<file path="config.mk">
export PLATFORM = sky130hd
export DESIGN_NAME = blit_addr_top
export DESIGN_NICKNAME = d
export VERILOG_FILES = /design/src/hdl/blit_pkg.sv /design/src/hdl/ptr_if.sv /design/src/hdl/skid_buf.sv /design/src/hdl/pixel_ptr.sv /design/src/hdl/phrase_ctrl.sv /design/src/hdl/blit_addr_top.sv
export SDC_FILE = /design/constraint.sdc
export NUM_CORES = 1
export LEC_CHECK = 0
export ABC_AREA = 1
export BUFFER_PORTS_ARGS = -buffer_cell sky130_fd_sc_hd__buf_2
export CORE_MARGIN = 2
export CORE_UTILIZATION = 54
export CTS_CLUSTER_SIZE = 10
export DETAILED_ROUTE_END_ITERATION = 10
export PLACE_DENSITY = 0.86
export SLEW_MARGIN = 10
export SYNTH_ARGS = -nofsm -noshare
export SYNTH_HDL_FRONTEND = slang
export SYNTH_SLANG_ARGS = --single-unit
</file>
<file path="constraint.sdc">
create_clock -name sys_clk -period 8.8 [get_ports sys_clk]
set_input_delay 0.44 -clock sys_clk [delete_from_list [all_inputs] [get_ports sys_clk]]
set_output_delay 0.44 -clock sys_clk [all_outputs]
set_load 0.05 [all_outputs]
</file>
<file path="src/hdl/blit_pkg.sv">
// Blitter address control definitions
// Widths, pixel-size codes, and the command and descriptor formats
// used by the pointer walkers and the phrase controller
package blit_pkg;

	// One phrase is the 64-bit unit of every write
	localparam int PHRASE_BITS = 64;
	// Bit offset inside a phrase
	localparam int OFS_W = $clog2(PHRASE_BITS);
	// Pointer coordinates
	localparam int COORD_W = 16;
	// Line width and line count
	localparam int CNT_W = 12;

	// Pixel size code; bits per pixel is 2 to the power of the code
	typedef logic [2:0] psize_t;

	localparam psize_t PSIZE_1  = 3'd0;
	localparam psize_t PSIZE_2  = 3'd1;
	localparam psize_t PSIZE_4  = 3'd2;
	localparam psize_t PSIZE_8  = 3'd3;
	localparam psize_t PSIZE_16 = 3'd4;
	localparam psize_t PSIZE_32 = 3'd5;

	// Blit command
	// Width and height must be nonzero
	typedef struct packed {
		logic [COORD_W-1:0] src_x;
		logic [COORD_W-1:0] src_y;
		logic [COORD_W-1:0] dst_x;
		logic [COORD_W-1:0] dst_y;
		psize_t             psize;
		logic [CNT_W-1:0]   width;
		logic [CNT_W-1:0]   height;
		// Whole phrases per step instead of single pixels
		logic               phrase;
	} blit_cmd_t;

	// Write descriptor, one per step
	typedef struct packed {
		logic [COORD_W-1:0] x;
		logic [COORD_W-1:0] y;
		// First bit written in the phrase
		logic [OFS_W-1:0]   dstart;
		// Bit after the last one written, 0 stands for 64
		logic [OFS_W-1:0]   dend;
		// Rotation that lines source data up with the destination
		logic [OFS_W-1:0]   srcshift;
		// Pixels covered, 0 stands for 64 (full phrase at 1 bit per pixel)
		logic [OFS_W-1:0]   pwidth;
		// Final step of the final line
		logic               last;
	} desc_t;

endpackage

</file>
<file path="src/hdl/ptr_if.sv">
// Pointer to phrase controller link
// The pointer offers its position; the controller accepts it and says how
// many pixels the pointer moves on
interface ptr_if;
	import blit_pkg::*;

	// Position is valid while a walk runs
	logic               valid;
	logic               ready;
	logic [COORD_W-1:0] x;
	logic [COORD_W-1:0] y;
	// Current step reaches the end of the line
	logic               line_end;
	// Walk is on its final line
	logic               last_line;
	// Pixels to advance on a transfer
	logic [CNT_W-1:0]   adv;

	modport pointer (
		output valid, x, y, line_end, last_line,
		input  ready, adv
	);

	modport consumer (
		input  valid, x, y, line_end, last_line,
		output ready, adv
	);

endinterface

</file>
<file path="src/hdl/skid_buf.sv">
// Two-entry valid/ready register slice
// in_ready is registered, so it never follows out_ready in the same cycle;
// a spare entry catches the item that arrives as the output stalls
module skid_buf #(
	parameter type payload_t = logic
) (
	input  logic     sys_clk,
	input  logic     rst_n,
	input  logic     in_valid,
	output logic     in_ready,
	input  payload_t in_data,
	output logic     out_valid,
	input  logic     out_ready,
	output payload_t out_data
);

	logic     main_valid;
	logic     spare_valid;
	payload_t main_data;
	payload_t spare_data;
	// Main entry can take a new item this cycle
	logic     main_free;

	assign main_free = ~main_valid | out_ready;
	// Accept only while the spare entry is empty
	assign in_ready  = ~spare_valid;
	assign out_valid = main_valid;
	assign out_data  = main_data;

	always_ff @(posedge sys_clk) begin
		if (!rst_n) begin
			main_valid  <= 1'b0;
			spare_valid <= 1'b0;
		end else if (main_free) begin
			// Spare drains first to keep order
			main_valid  <= spare_valid | in_valid;
			spare_valid <= 1'b0;
		end else if (in_valid && !spare_valid) begin
			spare_valid <= 1'b1;
		end
	end

	always_ff @(posedge sys_clk) begin
		if (main_free) begin
			main_data <= spare_valid ? spare_data : in_data;
		end else if (in_valid && !spare_valid) begin
			spare_data <= in_data;
		end
	end

endmodule

</file>
<file path="src/hdl/pixel_ptr.sv">
// Pixel pointer walker
// Steps x across one line of the rectangle by the amount the controller
// asks for, then wraps x to its base and moves down one line
module pixel_ptr (
	input  logic                         sys_clk,
	input  logic                         rst_n,
	input  logic                         load,
	input  logic [blit_pkg::COORD_W-1:0] base_x,
	input  logic [blit_pkg::COORD_W-1:0] base_y,
	input  logic [blit_pkg::CNT_W-1:0]   width,
	input  logic [blit_pkg::CNT_W-1:0]   height,
	ptr_if.pointer                       ptr,
	output logic                         busy
);
	import blit_pkg::*;

	// Walk in progress
	logic               valid_q;
	// Current position
	logic [COORD_W-1:0] x_q;
	logic [COORD_W-1:0] y_q;
	// Line start, kept for the wrap
	logic [COORD_W-1:0] home_x;
	// Line width, kept for the count reload
	logic [CNT_W-1:0]   line_w;
	// Pixels left on this line
	logic [CNT_W-1:0]   rem_px;
	// Lines left, this one included
	logic [CNT_W-1:0]   rem_ln;
	logic               fire;

	assign fire = ptr.valid & ptr.ready;

	assign ptr.valid = valid_q;
	assign ptr.x     = x_q;
	assign ptr.y     = y_q;
	// Step finishes the line when it covers what is left
	assign ptr.line_end  = (rem_px <= ptr.adv);
	assign ptr.last_line = (rem_ln == CNT_W'(1));

	assign busy = valid_q;

	// Walk state and counters
	always_ff @(posedge sys_clk) begin
		if (!rst_n) begin
			valid_q <= 1'b0;
			rem_px  <= '0;
			rem_ln  <= '0;
		end else if (load) begin
			// Empty rectangle gives no steps at all
			valid_q <= (width != '0) && (height != '0);
			rem_px  <= width;
			rem_ln  <= height;
		end else if (fire) begin
			if (ptr.line_end) begin
				rem_px <= line_w;
				rem_ln <= rem_ln - 1'b1;
				// Final line done
				if (ptr.last_line) begin
					valid_q <= 1'b0;
				end
			end else begin
				rem_px <= rem_px - ptr.adv;
			end
		end
	end

	// Position registers
	always_ff @(posedge sys_clk) begin
		if (load) begin
			x_q    <= base_x;
			y_q    <= base_y;
			home_x <= base_x;
			line_w <= width;
		end else if (fire) begin
			if (ptr.line_end) begin
				// Back to the left edge, one line down
				x_q <= home_x;
				y_q <= y_q + 1'b1;
			end else begin
				x_q <= x_q + COORD_W'(ptr.adv);
			end
		end
	end

endmodule

</file>
<file path="src/hdl/phrase_ctrl.sv">
// Phrase controller
// Turns the source and destination positions into one write descriptor
// per step: bit masks, source shift and pixel count
// Also tells both pointers how far to move
module phrase_ctrl (
	input  logic                sys_clk,
	input  logic                rst_n,
	input  blit_pkg::blit_cmd_t cmd,
	ptr_if.consumer             src,
	ptr_if.consumer             dst,
	output logic                desc_valid,
	input  logic                desc_ready,
	output blit_pkg::desc_t     desc
);
	import blit_pkg::*;

	// Log2 of bits per pixel
	logic [2:0]       lg;
	// Bit offsets of each pointer inside its phrase
	logic [OFS_W-1:0] dst_ofs;
	logic [OFS_W-1:0] src_ofs;
	// Pixels already covered on the destination line
	logic [CNT_W-1:0] px_done;
	// Pixels still to go on the destination line
	logic [CNT_W-1:0] line_rem;
	// Pixels that fit between dstart and the phrase end, 1 to 64
	logic [6:0]       room;
	// Pixels covered by this step, 1 to 64
	logic [6:0]       step;
	// Bits covered by this step, up to 64
	logic [7:0]       span;
	logic             fire;

	// Pixel size code to shift amount
	// Codes above 32 bits per pixel are treated as 32
	always_comb begin
		case (cmd.psize)
			PSIZE_1:  lg = 3'd0;
			PSIZE_2:  lg = 3'd1;
			PSIZE_4:  lg = 3'd2;
			PSIZE_8:  lg = 3'd3;
			PSIZE_16: lg = 3'd4;
			PSIZE_32: lg = 3'd5;
			default:  lg = 3'd5;
		endcase
	end

	// Pixel index scaled to bits, wrapped to the phrase
	assign dst_ofs = dst.x[OFS_W-1:0] << lg;
	assign src_ofs = src.x[OFS_W-1:0] << lg;

	// Offset is pixel aligned, so the divide is exact
	assign room = (7'(PHRASE_BITS) - {1'b0, dst_ofs}) >> lg;

	assign line_rem = cmd.width - px_done;

	// Step size
	always_comb begin
		if (!cmd.phrase) begin
			// One pixel per write
			step = 7'd1;
		end else if (line_rem < CNT_W'(room)) begin
			// Line ends inside this phrase
			step = line_rem[6:0];
		end else begin
			// Run to the phrase boundary
			step = room;
		end
	end

	assign span = {1'b0, step} << lg;

	// Both pointers move together, only when the output slice has room
	assign desc_valid = src.valid & dst.valid;
	assign src.ready  = desc_valid & desc_ready;
	assign dst.ready  = desc_valid & desc_ready;
	assign fire       = desc_valid & desc_ready;

	assign src.adv = CNT_W'(step);
	assign dst.adv = CNT_W'(step);

	// Descriptor fields
	assign desc.x      = dst.x;
	assign desc.y      = dst.y;
	assign desc.dstart = dst_ofs;
	// A full phrase wraps to 0
	assign desc.dend   = dst_ofs + span[OFS_W-1:0];
	// Rotate left by this to bring source bits under the destination
	assign desc.srcshift = dst_ofs - src_ofs;
	assign desc.pwidth   = step[OFS_W-1:0];
	assign desc.last     = dst.last_line & dst.line_end;

	// Line progress
	// Back to zero at every line end, so it is clear between commands too
	always_ff @(posedge sys_clk) begin
		if (!rst_n) begin
			px_done <= '0;
		end else if (fire) begin
			if (dst.line_end) begin
				px_done <= '0;
			end else begin
				px_done <= px_done + CNT_W'(step);
			end
		end
	end

endmodule

</file>
<file path="src/hdl/blit_addr_top.sv">
// Blitter address control top
// Command slice, source and destination walkers, phrase controller and
// descriptor output slice; one command runs at a time
module blit_addr_top (
	input  logic                         sys_clk,
	input  logic                         rst_n,
	input  logic                         cmd_valid,
	output logic                         cmd_ready,
	input  logic [blit_pkg::COORD_W-1:0] cmd_src_x,
	input  logic [blit_pkg::COORD_W-1:0] cmd_src_y,
	input  logic [blit_pkg::COORD_W-1:0] cmd_dst_x,
	input  logic [blit_pkg::COORD_W-1:0] cmd_dst_y,
	input  blit_pkg::psize_t             cmd_psize,
	input  logic [blit_pkg::CNT_W-1:0]   cmd_width,
	input  logic [blit_pkg::CNT_W-1:0]   cmd_height,
	input  logic                         cmd_phrase,
	output logic                         desc_valid,
	input  logic                         desc_ready,
	output logic [blit_pkg::COORD_W-1:0] desc_x,
	output logic [blit_pkg::COORD_W-1:0] desc_y,
	output logic [blit_pkg::OFS_W-1:0]   desc_dstart,
	output logic [blit_pkg::OFS_W-1:0]   desc_dend,
	output logic [blit_pkg::OFS_W-1:0]   desc_srcshift,
	output logic [blit_pkg::OFS_W-1:0]   desc_pwidth,
	output logic                         desc_last,
	output logic                         idle
);
	import blit_pkg::*;

	blit_cmd_t cmd_in;
	blit_cmd_t cmd_q;
	logic      cmd_q_valid;
	logic      cmd_sb_ready;
	// Command leaves the slice on the final step
	logic      cmd_pop;
	logic      ptr_load;
	logic      src_busy;
	logic      dst_busy;
	desc_t     pc_desc;
	logic      pc_desc_valid;
	logic      pc_desc_ready;
	desc_t     desc_q;
	// Command accepted and its last descriptor not yet taken
	logic      busy_q;

	assign cmd_in = '{
		src_x:  cmd_src_x,
		src_y:  cmd_src_y,
		dst_x:  cmd_dst_x,
		dst_y:  cmd_dst_y,
		psize:  cmd_psize,
		width:  cmd_width,
		height: cmd_height,
		phrase: cmd_phrase
	};

	assign cmd_ready = ~busy_q & cmd_sb_ready;
	assign idle      = ~busy_q;

	always_ff @(posedge sys_clk) begin
		if (!rst_n) begin
			busy_q <= 1'b0;
		end else if (cmd_valid && cmd_ready) begin
			busy_q <= 1'b1;
		end else if (desc_valid && desc_ready && desc_last) begin
			busy_q <= 1'b0;
		end
	end

	// Start both walkers once, as the command reaches the slice output
	assign ptr_load = cmd_q_valid & ~src_busy & ~dst_busy;
	assign cmd_pop  = pc_desc_valid & pc_desc_ready & pc_desc.last;

	skid_buf #(.payload_t(blit_cmd_t)) cmd_slice (
		.sys_clk   (sys_clk),
		.rst_n     (rst_n),
		.in_valid  (cmd_valid & ~busy_q),
		.in_ready  (cmd_sb_ready),
		.in_data   (cmd_in),
		.out_valid (cmd_q_valid),
		.out_ready (cmd_pop),
		.out_data  (cmd_q)
	);

	ptr_if src_if ();
	ptr_if dst_if ();

	pixel_ptr src_ptr (
		.sys_clk (sys_clk),
		.rst_n   (rst_n),
		.load    (ptr_load),
		.base_x  (cmd_q.src_x),
		.base_y  (cmd_q.src_y),
		.width   (cmd_q.width),
		.height  (cmd_q.height),
		.ptr     (src_if.pointer),
		.busy    (src_busy)
	);

	pixel_ptr dst_ptr (
		.sys_clk (sys_clk),
		.rst_n   (rst_n),
		.load    (ptr_load),
		.base_x  (cmd_q.dst_x),
		.base_y  (cmd_q.dst_y),
		.width   (cmd_q.width),
		.height  (cmd_q.height),
		.ptr     (dst_if.pointer),
		.busy    (dst_busy)
	);

	phrase_ctrl phrase_ctrl_inst (
		.sys_clk    (sys_clk),
		.rst_n      (rst_n),
		.cmd        (cmd_q),
		.src        (src_if.consumer),
		.dst        (dst_if.consumer),
		.desc_valid (pc_desc_valid),
		.desc_ready (pc_desc_ready),
		.desc       (pc_desc)
	);

	skid_buf #(.payload_t(desc_t)) desc_slice (
		.sys_clk   (sys_clk),
		.rst_n     (rst_n),
		.in_valid  (pc_desc_valid),
		.in_ready  (pc_desc_ready),
		.in_data   (pc_desc),
		.out_valid (desc_valid),
		.out_ready (desc_ready),
		.out_data  (desc_q)
	);

	assign desc_x        = desc_q.x;
	assign desc_y        = desc_q.y;
	assign desc_dstart   = desc_q.dstart;
	assign desc_dend     = desc_q.dend;
	assign desc_srcshift = desc_q.srcshift;
	assign desc_pwidth   = desc_q.pwidth;
	assign desc_last     = desc_q.last;

endmodule

</file>
Yosys cells after proc, flatten, opt, wreduce, memory -nomap -nowiden. Cells that the tools add are included.

Multiplexer cells: 37. Order comparisons: 3. Add/subtract/negate cells: 12. Eq/ne operators: 6. Bitwise gates (word level): 24. Shifts and indexed selects: 4. Reductions and logical operators: 26.

Operator list (count): 2-to-1 mux 12 bit (13); 2-to-1 mux 16 bit (9); 2-to-1 mux 92 bit (1); 2-to-1 mux 57 bit (1); adder 16 x 7 -> 16 bit (2); equality test 12 x 1 -> 1 bit (second input constant) (2); less-or-equal comparator 12 x 7 -> 1 bit (2); nonzero test 12 bit (2); subtractor 12 x 1 -> 12 bit (second input constant) (2); subtractor 12 x 7 -> 12 bit (2); adder 16 x 1 -> 16 bit (second input constant) (1); case mux 3 bit (5 select lines) (1); 2-to-1 mux 7 bit (2); nonzero test 2 bit (7); adder 12 x 7 -> 12 bit (1); < comparator 12 x 7 -> 1 bit (1); left shift 6 x 3 -> 6 bit (2); subtractor 12 bit (1); AND 1 bit (10); 2-to-1 mux 1 bit (10); NOT 1 bit (10); AND reduction 2 bit (4); left shift 7 x 3 -> 6 bit (1); >> shifter 7 x 3 -> 7 bit (1); other kinds (12) (24).

Word-level logic and storage cells: 159. Bits of input ports: 96. Output and inout bits: 60. Register bits: 441.

Depth between registers and ports, before layout.
Word-level depth: 14. Depth in mapped cells: 43. Mapped depth without buffers: 42.

Cells and area by module. Synthesis repeated with hierarchy kept, for this count alone.

Cells, all modules: 2920. Area total of the unflattened synthesis: 26018.7 um^2.

Modules (own cells, without submodules): skid_buf (cmd_slice) (times used 1, cells each 493, area an instance 6832.8 um^2); pixel_ptr (dst_ptr) (times used 1, cells each 790, area an instance 5856.9 um^2); pixel_ptr (src_ptr) (times used 1, cells each 788, area an instance 5785.5 um^2); skid_buf (desc_slice) (times used 1, cells each 310, area an instance 4234.1 um^2); phrase_ctrl (times used 1, cells each 526, area an instance 3225.6 um^2); blit_addr_top (times used 1, cells each 13, area an instance 83.8 um^2).

Worst setup path after synthesis. OpenSTA, ideal clock, no wires.

Path type: flip-flop to flip-flop. Start: reg cmd_slice.main_data (netlist bit cmd_slice.out_data[25]). End: reg cmd_slice.spare_data[0] (netlist bit) (enable). Path buffers: 0. Setup time: 0.490 ns. Cell stages (with the launch flop): 33. Path slack: -0.845 ns. Period minus slack after synthesis: 9.645 ns. Data arrival time: 9.155 ns. Required time: 8.310 ns. Cell sequence: edfxtp_1 -> inv_1 -> nand2_2 -> nand2_4 -> nand2_2 -> nand3_2 -> ha_1 -> nand4_1 -> nor2_1 -> nand2_1 -> nand2_1 -> nand2_1 -> ha_1 -> a21oi_1 -> o221ai_1 -> nor2_1 -> nand3_1 -> nor3_4 -> nand2_4 -> nand3_1 -> nand3_1 -> ha_1 -> fa_1 -> o21ai_1 -> inv_1 -> o21ai_1 -> inv_1 -> o21ai_1 -> nor2_1 -> inv_1 -> or2_2 -> nand2_1 -> nor2_1.

RTL lines: from (decl) (line skid_buf.sv:19) `payload_t main_data;`; from (signal assigned) (line skid_buf.sv:45) `main_data <= spare_valid ? spare_data : in_data;`; to (signal assigned) (line skid_buf.sv:47) `spare_data <= in_data;`; to (decl) (line skid_buf.sv:20) `payload_t spare_data;`.

==> results by group <==
Global routing
  – Total track usage: 24.2%
  – Largest net degree at the start of global routing: 103
  – Initial antenna violation count: 0
  – Vias in the first global route: 13500
  – GRT overflow: 0
  – First-pass GRT wire length: 69300 um

STA
  – Setup TNS Final: 0 ns
  – Min Tclk post-route: 7.71 ns
  – Slew Viols, Final: 0
  – Endpoints failing setup: 0
  – Hold slack: 0.0690 ns
  – Final period util: 87.6%
  – Worst Tran Pin Value: 1.08 ns
  – RSZ-0062 raised after global routing: no
  – Setup Skew: 0.0382 ns
  – Worst rel slew slack: 28.1%
  – Max frequency: 0.130 GHz
  – Final hold vios: 0

Synth
  – Synth Register Bits: 385
  – Synth top area share: 51.1%
  – Main flop type after synthesis: edfxtp_1
  – Post-synth ARST share: 0%
  – Area leader, netlist: edfxtp_1
  – Largest cells by area after synthesis: edfxtp_1 51%, nand2_1 12%, dfxtp_1 7.2%
  – Post-synth EDFFs: 318
  – Mapped Cells: 1938
  – Seq/Total Area, Yosys: 58.2%
  – Synth unique cells: 50
  – Ys Warns: 0
  – Average size of a mapped cell: 9.65 sq um
  – Cell Area, Synth: 18700 sq um
  – Post-synthesis net count: 2108

Die
  – # IOs: 156
  – Row cnt: 68
  – Die Y: 190 um
  – Initial core utilization: 54.6%
  – Core Area: 34300 sq um
  – Die Wd: 190 um
  – Die Area: 36100 sq um

Critical path
  – Slowest cell on crit path: edfxtp_1
  – CP max FO: 49
  – Crit path kind: reg -> reg
  – CP arrival: 7.93 ns
  – CP peak stage delay: 0.64 ns
  – Critical Path Source Type: flop
  – Setup crit end kind: flop
  – Worst EP required: 9.02 ns

Pwr
  – Sw power: 0.00184 W
  – Sw frac: 33.6%
  – Pwr/cell area: 259 nW/um^2
  – Int Power: 0.00363 W
  – Comb pwr share: 26.7%
  – VDD IR max: 0.207 mV
  – Clock power share: 30.2%
  – Leak: 8.87 nW
  – Sequential fraction of design power: 43.0%

Clocking
  – Clock-pin slew on the worst setup and hold paths: 0.05 ns
  – H-Tree Depth: 2
  – Setup bufs post-CTS: 0
  – CTS Buffer Depth: 3
  – Post-CTS sizing: 0
  – Clock root cell: clkbuf_16
  – Clk_lat worst skew: 0.58 ns
  – CTS tree: built
  – CTS Buf Count: 46
  – Clock sinks: 385
  – Cts hold-fix bufs: 0

Detailed routing
  – Initial detailed-routing violation count: 1634
  – Via density: 5.60
  – Final ANT Viol Nets: 0
  – Total wire length: 44000 um
  – First-pass iteration count of the detailed router: 6
  – DRC Markers: 0
  – Drt wl/cell: 17.3 um
  – Via count: 14200

Placed design
  – DPL Wire Length: 30300 um
  – IO buf count: 129
  – Placer Congestion: 0.913

Final layout
  – Layout cell share with drive strength beyond 1: 11.8%
  – # diodes: 0
  – Final net count: 2237
  – Leading cell type in the layout, fill and taps excluded: nand2_1
  – Leading cell types in the layout, fill and taps excluded: 591 x nand2_1, 318 x edfxtp_1, 174 x inv_1
  – Area Overhead vs Synth: 12.9%

Worst hold path
  – Hold Path Class: in -> reg

Run status
  – Status: finished, final reports clean

Job
  – Max-Cap Viols: 0
[synthesized netlist by cell type, drive strengths merged (2+ instances only)]
master and number:
a2111oi 2, a211oi 4, a21oi 103, a221o 2, a221oi 3, a31oi 18
a41oi 3, buf 10, clkbuf 57, clkinv 2, dfxtp 67, edfxtp 318
fa 8, ha 66, inv 182, nand2 606, nand3 76, nand3b 6
nand4 8, nor2 113, nor3 17, nor3b 4, nor4 11, o2111ai 8
o211ai 17, o21ai 135, o21bai 3, o22ai 2, o31ai 6, or2 7
xnor2 13, xor2 55
[kinds of logic after synthesis]
family	Yosys count	synth area share, %
adder cells (fa/ha/maj)	74	5.27
XOR/XNOR	68	3.18
multiplexers	1	0.0535
AND/OR/NAND/NOR	849	18.8
flip-flops	385	58.2
buffers and inverters	251	5.12
AO/OA/AOI/OAI	310	9.35
[registers in the layout (all words and copies together) (netlist names)]
signal,cells
dst_ptr.rem_ln,12
desc_slice.spare_data,57
dst_ptr.ptr.y,16
dst_ptr.busy,1
desc_slice.spare_valid,1
cmd_slice.out_data,66
dst_ptr.home_x,16
dst_ptr.rem_px,12
busy_q,1
cmd_slice.spare_valid,1
phrase_ctrl_inst.px_done,12
cmd_slice.spare_data,66
src_ptr.rem_ln,12
src_ptr.rem_px,12
src_ptr.busy,1
cmd_slice.out_valid,1
desc_slice.out_data,57
dst_ptr.ptr.x,16
src_ptr.home_x,6
src_ptr.ptr.x,6
desc_slice.out_valid,1
src_ptr.line_w,12
[critical path: cells and delay by family (launching register included)]
kind / cells / cell delay [ns]
and+or+nand+nor: 17 / 3.23
adders and majority gates: 4 / 1.19
buffers and inverters: 5 / 1.10
AOI/OAI and AO/OA: 7 / 1.09
DFF: 1 / 0.64
[routing by layer]
| layer | GRT usage, % | part of all wire [%] | vias up |
|---|---|---|---|
| met5 | 0 | 0 | - |
| met4 | 9.72 | 3.5 | 0 |
| met3 | 3.80 | 8.5 | 123 |
| met2 | 39.4 | 47 | 710 |
| met1 | 32.6 | 41 | 6584 |
| li1 | - | - | 6823 |
[cell type report]
cell class / count / area (sq um)
repair buffers: 148 / 813
inverters: 184 / 692
clock buffers: 63 / 1210
flip-flops and latches: 385 / 10900
multi-input cells: 1302 / 6880
fillers: 2665 / 13200
well taps: 455 / 569
clock inverters: 8 / 62.6
[power groups by stage]
stage,Sequential (W),Clock (W),Combinational (W)
6_report,0.00235,0.00166,0.00146
3_3_place_gp,0.00238,0,0.00138
4_1_cts,0.00235,0.00168,0.00145
5_1_grt,0.00237,0.00176,0.00161
3_5_place_dp,0.00239,0,0.00143
2_1_floorplan,0.00255,0,0.000870
[worst paths after layout]
kind	cells after the start	start	slack [ns]	to
worst min-delay path	1	cmd_dst_x[13]	0.07	cmd_slice.spare_data[57]
worst min register to register	0	cmd_slice.out_data[78]	0.44	src_ptr.home_x[2]
worst max register to register	33	cmd_slice.out_data[27]	1.09	cmd_slice.spare_data[32]
worst max-delay path	33	cmd_slice.out_data[27]	1.09	cmd_slice.spare_data[32]
[metrics by stage]
stage	power, W	cell area (sq um)	std cells	setup slack, ns	util (%)
final	0.00547	21100	2545	1.09	61.6
after global placement	0.00375	19800	2474	1.31	57.9
after CTS	0.00548	21100	2545	1.16	61.6
after global routing	0.00574	21100	2545	0.508	61.6
after floorplan	0.00342	18700	1938	0.999	-
after detailed placement	0.00381	19800	2474	1.26	57.9
(Power assumes the default switching activity.)
